$ cat config.mk
export PLATFORM = sky130hd
export DESIGN_NAME = xdma_data_producer
export DESIGN_NICKNAME = d
export VERILOG_FILES = /design/src/common/producer_pkg.sv /design/src/design/adc_sample_framer.sv /design/src/design/word_packer.sv /design/src/stream_out/sample_fifo.sv /design/src/stream_out/credit_tx.sv /design/src/design/xdma_data_producer.sv
export SDC_FILE = /design/constraint.sdc
export NUM_CORES = 2
export LEC_CHECK = 0
export BUFFER_PORTS_ARGS = -buffer_cell sky130_fd_sc_hd__buf_2
export CAP_MARGIN = 20
export CORE_MARGIN = 3
export CORE_UTILIZATION = 30
export CTS_CLUSTER_SIZE = 24
export DETAILED_ROUTE_END_ITERATION = 7
export HOLD_SLACK_MARGIN = 0.06
export SLEW_MARGIN = 30
export SYNTH_ARGS = -nofsm -noshare
export SYNTH_HDL_FRONTEND = slang
export SYNTH_MEMORY_MAX_BITS = 65536
export SYNTH_SLANG_ARGS = --single-unit
$ cat constraint.sdc
create_clock -name adc_data_clk -period 23.9 [get_ports adc_data_clk]
set_input_delay 1.195 -clock adc_data_clk [delete_from_list [all_inputs] [get_ports adc_data_clk]]
set_output_delay 1.195 -clock adc_data_clk [all_outputs]
set_load 0.01 [all_outputs]
$ cat src/common/producer_pkg.sv
`default_nettype none

package producer_pkg;

    // **************************************************
    // sizes of the adc data path
    // **************************************************
    localparam int ADC_CHANNELS      = 8;   // channels per sample period
    localparam int ADC_BANK_CHANNELS = 4;   // A bank and B bank, 4 each
    localparam int SAMPLE_W          = 18;  // raw adc sample
    localparam int LANE_W            = 32;  // one sample + pad + counter byte
    localparam int STREAM_W          = 128; // four lanes per stream word
    localparam int PHASE_W           = 6;   // external phase count, 0..24

    localparam int FIFO_DEPTH        = 32;  // words
    localparam int FIFO_ADDR_W       = 5;
    localparam int FIFO_ALMOST_FULL  = 28;  // fill level for the status flag

    localparam int PKT_WORDS         = 16;  // last on every 16th written word
    localparam int CREDIT_INIT       = 4;   // receiver buffer size in words
    localparam int CREDIT_W          = 3;

    // phase events inside one sample period
    localparam int PHASE_LO_WORD     = 1;
    localparam int PHASE_HI_WORD     = 2;
    localparam int PHASE_COUNT_STEP  = 3;

    // **************************************************
    // types
    // **************************************************
    typedef logic [SAMPLE_W-1:0]               adc_sample_t;
    typedef adc_sample_t [ADC_BANK_CHANNELS-1:0] adc_bank_t;  // 72 bits
    typedef logic [63:0]                       sample_count_t;
    typedef logic [STREAM_W-1:0]               stream_word_t;
    typedef logic [FIFO_ADDR_W:0]              fifo_level_t;  // 0..FIFO_DEPTH
    typedef logic [CREDIT_W-1:0]               credit_t;

    typedef struct packed {
        logic         valid;
        logic         is_high;  // second word of the sample pair
        stream_word_t data;
    } framed_word_t;

    typedef struct packed {
        stream_word_t data;
        logic         last;     // packet end
    } fifo_entry_t;

    typedef struct packed {
        logic almost_full;
        logic fifo_empty;
        logic sample_dropped;   // sticky until acq_on drops
    } producer_status_t;

    typedef enum logic [1:0] {
        IDLE,
        HOLD_LO,   // low word on frame
        HOLD_HI    // high word on frame
    } framer_state_t;

endpackage

`default_nettype wire

$ cat src/design/adc_sample_framer.sv
`timescale 1ns/1ps
`default_nettype none

module adc_sample_framer import producer_pkg::*; (
    input  logic               adc_data_clk,
    input  logic               acq_on,
    input  logic [PHASE_W-1:0] adc_phase,   // 0..24, wraps
    input  adc_bank_t          adc_a_bank,
    input  adc_bank_t          adc_b_bank,
    output framed_word_t       frame
);

    framer_state_t state;
    sample_count_t sample_cnt;     // counts every period, admitted or not
    stream_word_t  frame_data;
    stream_word_t  lo_word, hi_word;
    adc_sample_t   chan [ADC_CHANNELS];

    // **************************************************
    // lane packing
    // **************************************************
    always_comb begin
        for (int k = 0; k < ADC_BANK_CHANNELS; k++) begin
            chan[2*k]     = adc_a_bank[k];   // even channels from bank A
            chan[2*k + 1] = adc_b_bank[k];   // odd channels from bank B
        end
        // sample on top, six zero pad bits, counter byte at the bottom
        for (int n = 0; n < ADC_BANK_CHANNELS; n++) begin
            lo_word[LANE_W*n +: LANE_W] = {chan[n], {(LANE_W-SAMPLE_W-8){1'b0}},
                                           sample_cnt[8*n +: 8]};
            hi_word[LANE_W*n +: LANE_W] = {chan[n + ADC_BANK_CHANNELS],
                                           {(LANE_W-SAMPLE_W-8){1'b0}},
                                           sample_cnt[32 + 8*n +: 8]};
        end
    end

    // **************************************************
    // phase tracking
    // **************************************************
    always_ff @(posedge adc_data_clk or negedge acq_on) begin
        if (!acq_on) begin
            state <= IDLE;
        end else if (state == HOLD_LO) begin
            state <= HOLD_HI;        // high word always follows, one cycle later
        end else if (adc_phase == PHASE_W'(PHASE_LO_WORD)) begin
            state <= HOLD_LO;
        end else begin
            state <= IDLE;
        end
    end

    // word payload, loaded with the state change
    always_ff @(posedge adc_data_clk) begin
        if (state == HOLD_LO)
            frame_data <= hi_word;   // normally seen at PHASE_HI_WORD
        else if (adc_phase == PHASE_W'(PHASE_LO_WORD))
            frame_data <= lo_word;
    end

    // counter steps after both words have taken its value
    always_ff @(posedge adc_data_clk or negedge acq_on) begin
        if (!acq_on)
            sample_cnt <= '0;
        else if (adc_phase == PHASE_W'(PHASE_COUNT_STEP))
            sample_cnt <= sample_cnt + 64'd1;
    end

    assign frame = '{valid:   state != IDLE,
                     is_high: state == HOLD_HI,
                     data:    frame_data};

    // packer relies on strict lo/hi pairing for its admission decision
    // high word is taken while the phase count shows PHASE_HI_WORD
    a_hi_follows_lo: assert property (@(posedge adc_data_clk) disable iff (!acq_on)
        frame.valid && !frame.is_high |-> adc_phase == PHASE_W'(PHASE_HI_WORD)
                                          ##1 frame.valid && frame.is_high);

endmodule

`default_nettype wire

$ cat src/design/word_packer.sv
`timescale 1ns/1ps
`default_nettype none

module word_packer import producer_pkg::*; (
    input  logic         adc_data_clk,
    input  logic         acq_on,
    input  logic         big_endian,
    input  framed_word_t frame,
    input  fifo_level_t  free_words,
    output logic         wr_en,
    output fifo_entry_t  wr_entry,
    output logic         sample_dropped
);

    logic lo_arrive;                          // first word of a pair on frame
    logic word_admit, word_swap;
    logic pair_admit, pair_swap;              // decision held for the high word
    logic [$clog2(PKT_WORDS)-1:0] wr_index;   // written words mod PKT_WORDS

    // reverse the four bytes inside every 32 bit lane
    function automatic stream_word_t swap_lanes(input stream_word_t w);
        stream_word_t s;
        for (int l = 0; l < STREAM_W/LANE_W; l++) begin
            for (int b = 0; b < LANE_W/8; b++)
                s[l*LANE_W + b*8 +: 8] = w[l*LANE_W + (LANE_W/8 - 1 - b)*8 +: 8];
        end
        return s;
    endfunction

    // **************************************************
    // admission per sample pair
    // **************************************************
    always_comb begin
        lo_arrive = frame.valid && !frame.is_high;
        if (lo_arrive) begin
            word_admit = free_words >= fifo_level_t'(2);   // room for both words
            word_swap  = big_endian;
        end else begin
            word_admit = frame.valid && pair_admit;
            word_swap  = pair_swap;
        end
    end

    always_ff @(posedge adc_data_clk or negedge acq_on) begin
        if (!acq_on) begin
            pair_admit     <= 1'b0;
            pair_swap      <= 1'b0;
            wr_en          <= 1'b0;
            wr_index       <= '0;
            sample_dropped <= 1'b0;
        end else begin
            wr_en <= word_admit;             // one cycle through the packer
            if (lo_arrive) begin
                pair_admit <= word_admit;
                pair_swap  <= big_endian;    // endian held for the pair
                if (!word_admit)
                    sample_dropped <= 1'b1;  // sticky
            end
            if (word_admit)
                wr_index <= wr_index + 1'b1;
        end
    end

    // payload, only looked at with wr_en
    always_ff @(posedge adc_data_clk) begin
        if (word_admit) begin
            wr_entry.data <= word_swap ? swap_lanes(frame.data) : frame.data;
            wr_entry.last <= int'(wr_index) == PKT_WORDS - 1;   // packet end
        end
    end

    // admission must have left room for the second word too
    a_no_write_without_room: assert property (@(posedge adc_data_clk) disable iff (!acq_on)
        wr_en |-> free_words != '0);

endmodule

`default_nettype wire

$ cat src/stream_out/sample_fifo.sv
`timescale 1ns/1ps
`default_nettype none

module sample_fifo import producer_pkg::*; (
    input  logic        adc_data_clk,
    input  logic        acq_on,
    input  logic        wr_en,
    input  fifo_entry_t wr_entry,
    input  logic        rd_en,
    output fifo_entry_t rd_entry,      // head entry, show-ahead
    output logic        not_empty,
    output fifo_level_t free_words,
    output logic        almost_full
);

    fifo_entry_t             mem [FIFO_DEPTH];
    logic [FIFO_ADDR_W-1:0]  wr_ptr, rd_ptr;
    fifo_level_t             fill;         // words held
    logic                    full;
    logic                    do_push, do_pop;

    assign full    = fill == fifo_level_t'(FIFO_DEPTH);
    assign do_push = wr_en && !full;
    assign do_pop  = rd_en && not_empty;

    // **************************************************
    // storage
    // **************************************************
    always_ff @(posedge adc_data_clk) begin
        if (do_push)
            mem[wr_ptr] <= wr_entry;
    end

    assign rd_entry = mem[rd_ptr];     // valid in the same cycle as not_empty

    // **************************************************
    // pointers and fill count
    // **************************************************
    always_ff @(posedge adc_data_clk or negedge acq_on) begin
        if (!acq_on) begin
            wr_ptr <= '0;
            rd_ptr <= '0;
            fill   <= '0;
        end else begin
            if (do_push)
                wr_ptr <= wr_ptr + 1'b1;   // wraps at FIFO_DEPTH
            if (do_pop)
                rd_ptr <= rd_ptr + 1'b1;
            case ({do_push, do_pop})
                2'b10:   fill <= fill + 1'b1;
                2'b01:   fill <= fill - 1'b1;
                default: fill <= fill;     // none, or push and pop together
            endcase
        end
    end

    assign not_empty   = fill != '0;
    assign free_words  = fifo_level_t'(FIFO_DEPTH) - fill;
    assign almost_full = fill >= fifo_level_t'(FIFO_ALMOST_FULL);

    // credit_tx only pops a shown word, packer only pushes into room it checked
    a_no_pop_empty: assert property (@(posedge adc_data_clk) disable iff (!acq_on)
        rd_en |-> not_empty);
    a_no_push_full: assert property (@(posedge adc_data_clk) disable iff (!acq_on)
        wr_en |-> !full);

endmodule

`default_nettype wire

$ cat src/stream_out/credit_tx.sv
`timescale 1ns/1ps
`default_nettype none

module credit_tx import producer_pkg::*; (
    input  logic        adc_data_clk,
    input  logic        acq_on,
    input  fifo_entry_t rd_entry,
    input  logic        not_empty,
    input  logic        credit_return,  // one pulse per freed receiver slot
    output logic        rd_en,
    output logic        out_valid,
    output fifo_entry_t out_word
);

    credit_t credits;   // words the receiver can still take
    logic    send;

    // a word goes out whenever there is both a credit and data
    assign send  = (credits != '0) && not_empty;
    assign rd_en = send;                // pop the head in the send cycle

    // **************************************************
    // credit counter
    // **************************************************
    always_ff @(posedge adc_data_clk or negedge acq_on) begin
        if (!acq_on) begin
            credits   <= credit_t'(CREDIT_INIT);
            out_valid <= 1'b0;
        end else begin
            out_valid <= send;              // one cycle per word
            case ({send, credit_return})
                2'b10:   credits <= credits - 1'b1;
                2'b01:   credits <= credits + 1'b1;
                default: credits <= credits;   // send and return cancel
            endcase
        end
    end

    // output register, qualified by out_valid
    always_ff @(posedge adc_data_clk) begin
        if (send)
            out_word <= rd_entry;
    end

    // receiver must not hand back more than it was sent
    a_credit_bound: assert property (@(posedge adc_data_clk) disable iff (!acq_on)
        credits <= credit_t'(CREDIT_INIT));

endmodule

`default_nettype wire

$ cat src/design/xdma_data_producer.sv
`timescale 1ns/1ps
`default_nettype none

module xdma_data_producer import producer_pkg::*; (
    input  logic               adc_data_clk,
    input  logic               acq_on,         // also the async reset
    input  logic               big_endian,
    input  logic [PHASE_W-1:0] adc_phase,
    input  adc_bank_t          adc_a_bank,
    input  adc_bank_t          adc_b_bank,
    input  logic               credit_return,
    output logic               out_valid,
    output fifo_entry_t        out_word,
    output producer_status_t   status
);

    framed_word_t frame;
    fifo_level_t  free_words;
    fifo_entry_t  wr_entry, rd_entry;
    logic         wr_en, rd_en;
    logic         not_empty, almost_full, sample_dropped;

    // **************************************************
    // input, processing, output
    // **************************************************
    adc_sample_framer u_framer (
        .adc_data_clk (adc_data_clk),
        .acq_on       (acq_on),
        .adc_phase    (adc_phase),
        .adc_a_bank   (adc_a_bank),
        .adc_b_bank   (adc_b_bank),
        .frame        (frame)
    );

    word_packer u_packer (
        .adc_data_clk   (adc_data_clk),
        .acq_on         (acq_on),
        .big_endian     (big_endian),
        .frame          (frame),
        .free_words     (free_words),
        .wr_en          (wr_en),
        .wr_entry       (wr_entry),
        .sample_dropped (sample_dropped)
    );

    sample_fifo u_fifo (
        .adc_data_clk (adc_data_clk),
        .acq_on       (acq_on),
        .wr_en        (wr_en),
        .wr_entry     (wr_entry),
        .rd_en        (rd_en),
        .rd_entry     (rd_entry),
        .not_empty    (not_empty),
        .free_words   (free_words),
        .almost_full  (almost_full)
    );

    credit_tx u_credit_tx (
        .adc_data_clk  (adc_data_clk),
        .acq_on        (acq_on),
        .rd_entry      (rd_entry),
        .not_empty     (not_empty),
        .credit_return (credit_return),
        .rd_en         (rd_en),
        .out_valid     (out_valid),
        .out_word      (out_word)
    );

    assign status = '{almost_full:    almost_full,
                      fifo_empty:     !not_empty,     // high out of reset
                      sample_dropped: sample_dropped};

endmodule

`default_nettype wire

==> flow_summary.json <==
{
  "startpoint_type": "register",
  "area_delta_synth_final_pct": 15.8,
  "finalSetupViolCount": 0,
  "r2r-start": "u_fifo.fill[0]$_DFFE_PN0P_",
  "yosys.area_share.adder_pct": 0.131,
  "pin_count": 287,
  "grt_setup_unrepaired": "false",
  "yosys_register_bits": 4584,
  "synth_most_common_cell": "edfxtp_1",
  "hold_class": "register to register",
  "drtIter0Drc": 10300,
  "crit_fanout": 40,
  "finalHoldViolCount": 0,
  "rows": 278,
  "slew_violations": 0,
  "root_buffer": "clkbuf_16",
  "status": "complete, no violations",
  "io_buffers": 286,
  "vdd_ir_drop_max_mv": 0.112,
  "num_vias": 82600,
  "clkTransAtPathRegs_ps": 60,
  "total_power_mw": 21.3,
  "drv_cap": 0,
  "fillers": 52300,
  "antenna_found_initial": 39,
  "cts_buffers": 423,
  "critPathArrivalTime_ps": 5850,
  "final_nets": 8245,
  "gp_congestion": 0.745,
  "finalSetupTns_ps": 0,
  "synthesis.nets": 7633,
  "core_area_um2": 574000,
  "yosysTopAreaCell": "edfxtp_1",
  "dieWidth_um": 766,
  "ys_top_cells_by_area": "edfxtp_1, mux4_2, dfrtp_1",
  "synth_top_area_share_pct": 77.8,
  "htreeDepth": 5,
  "critical_path_required_ps": 24490,
  "clock-sinks": 4584,
  "synth_warnings": 0,
  "cts_max_path_buffers": 4,
  "synth-edff-count": 4490,
  "via_per_inst": 5.11,
  "grt_pass1_vias": 84300,
  "synth.area.mux_share_pct": 16.1,
  "dieArea_um2": 587000,
  "clock_latency_ps": 1010,
  "critPathKind": "register to register",
  "yosysUniqueCellTypes": 58,
  "fmax_ghz": 0.190,
  "power.density_nw_per_um2": 106,
  "max_slew_margin_pct": 29.1,
  "synth_compound_area_share_pct": 2.09,
  "final.setup_skew_ps": 65.0,
  "grt_max_degree": 106,
  "end_kind": "register",
  "placed_cell_area_um2": 185000,
  "finalCritPeriodShare_pct": 22.0,
  "overflow": 0,
  "tritoncts": "done",
  "r2r_cells": 9,
  "dp_cells": 15300,
  "yosys-top-cells-count": "edfxtp_1, mux4_2, mux2i_1",
  "synth_area_per_cell_um2": 23.2,
  "cts_resized": 0,
  "drive_gt1_share_pct": 29.8,
  "synthArstFlopShare_pct": 2.05,
  "fp.dieH_um": 766,
  "design_area_um2": 201000,
  "dp_hpwl_um": 254000,
  "first_pass_iters": 7,
  "endpoint": "u_fifo.mem[6][125]$_DFFE_PP_",
  "synth.cell_area_um2": 173000,
  "tightest_slew_ps": 1060,
  "drc": 0,
  "rr_endpoint": "u_fifo.mem[6][125]$_DFFE_PP_",
  "synth_simple_gate_area_share_pct": 1.12,
  "post-cts-setup-buffers": 0,
  "syn_inst": 7462,
  "fin_cells": 16200,
  "total_leakage_power_nw": 62.3,
  "wl_per_cell_um": 29.6,
  "synth_top_family_by_area": "multiplexers",
  "track_usage_pct": 15.7,
  "regToRegSetupSlack_ps": 18630,
  "start_util_pct": 30.2,
  "routed_wirelength_um": 478000,
  "seq_area_frac_synth_pct": 79.2,
  "fin_crit_ps": 5270,
  "grt_pass1_wl_um": 665000,
  "synth_xor_area_share_pct": 0.409,
  "antenna_left": 0,
  "crit_start": "u_fifo.fill[0]$_DFFE_PN0P_",
  "ys.flop_type": "edfxtp_1"
}
per-layer routing:
metal | up-vias | global-route usage [%] | share of wire [%]
li1 | 33000 | - | -
met1 | 45100 | 21.5 | 41
met2 | 3877 | 26.1 | 49
met3 | 631 | 2.45 | 7.6
met4 | 8 | 4.49 | 2.9
met5 | - | 0 | 0.0088
flip-flops by register name, indices dropped and copies added (netlist names), 2 cells and up:
| signal | flops |
|---|---|
| u_fifo.mem | 4128 |
| u_credit_tx.out_word | 129 |
| u_packer.wr_entry | 129 |
| u_framer.frame_data | 104 |
| u_framer.sample_cnt | 64 |
| u_fifo.fill | 6 |
| u_fifo.rd_ptr | 5 |
| u_fifo.wr_ptr | 5 |
| u_packer.wr_index | 4 |
| u_credit_tx.credits | 3 |
| u_framer.state | 2 |
critical path, cell delays in order, from the launching register on:
cell	delay (ps)
dfrtp_1	410
inv_1	120
ha_1	240
nor4b_1	170
a21boi_1	740
nand2_1	700
nor2_4	280
buf_4	420
buf_4	800
buf_4	800
metrics by stage:
stage               worst slack (ps)  hold slack, ps  utilization, %
global placement               17610             454            32.2
floorplan                      15230             436               -
global route                   18320             504            34.9
detailed placement             18520             451            32.3
CTS                            18480             469            34.7
finish                         18630             471            34.9
cell type report:
cell class	count	area (µm²)	area share, %
antenna	19	47.5	0.0237
clock buffer	505	11000	5.50
clock inverter	277	3100	1.55
inverter	24	90.1	0.0449
multi-input combinational	2462	34700	17.3
sequential	4584	137000	68.4
tap	7700	9630	4.80
timing repair buffer	579	4850	2.42
timing repair:
item | 4_1_cts | 5_1_grt
endpoints found under the setup margin | 0 | 0
hold buffers | 1 | 0
endpoints found under the hold margin | 17 | 0
cells in the final DEF, fill, tap and decap left out, types with 51 or more instances in the layout:
cell type | Yosys | routed
o22ai_1 | 124 | 124
a21oi_1 | 76 | 76
a22o_1 | 52 | 52
bufinv_16 | 0 | 53
clkbuf_16 | 0 | 428
o21ai_0 | 71 | 71
buf_4 | 3 | 140
o211ai_1 | 61 | 61
mux4_2 | 1042 | 1042
mux2i_1 | 229 | 228
clkinv_2 | 0 | 84
buf_2 | 121 | 285
clkbuf_1 | 225 | 73
clkinv_1 | 0 | 80
a211oi_1 | 52 | 51
nor2_1 | 127 | 93
buf_6 | 3 | 79
o22a_1 | 59 | 59
edfxtp_1 | 4490 | 4490
dfrtp_1 | 93 | 89
mux2_2 | 187 | 187
logic make-up after synthesis:
kind of cell / after synthesis
AO/OA/AOI/OAI: 528
XOR/XNOR: 81
adder cells (fa/ha/maj): 17
buffers and inverters: 416
flip-flops: 4584
multiplexers: 1458
AND/OR/NAND/NOR: 378
worst min path at each step:
| stage | from | endpoint | depth (start not counted) |
|---|---|---|---|
| 2_1_floorplan | u_packer.sample_dropped$_DFFE_PN0P_ | u_packer.sample_dropped$_DFFE_PN0P_ | 1 |
| 3_3_place_gp | u_packer.wr_index[3]$_DFFE_PN0P_ | u_packer.wr_index[3]$_DFFE_PN0P_ | 1 |
| 3_5_place_dp | u_packer.sample_dropped$_DFFE_PN0P_ | u_packer.sample_dropped$_DFFE_PN0P_ | 1 |
| 4_1_cts | u_packer.sample_dropped$_DFFE_PN0P_ | u_packer.sample_dropped$_DFFE_PN0P_ | 1 |
| 5_1_grt | u_packer.sample_dropped$_DFFE_PN0P_ | u_packer.sample_dropped$_DFFE_PN0P_ | 1 |
| 6_report | u_packer.sample_dropped$_DFFE_PN0P_ | u_packer.sample_dropped$_DFFE_PN0P_ | 1 |
power breakdown:
part,internal [mW],switching (mW)
clock network,3.89,3.01
logic,2.31,2.86
registers,8.99,0.214
(Power assumes the default switching activity.)
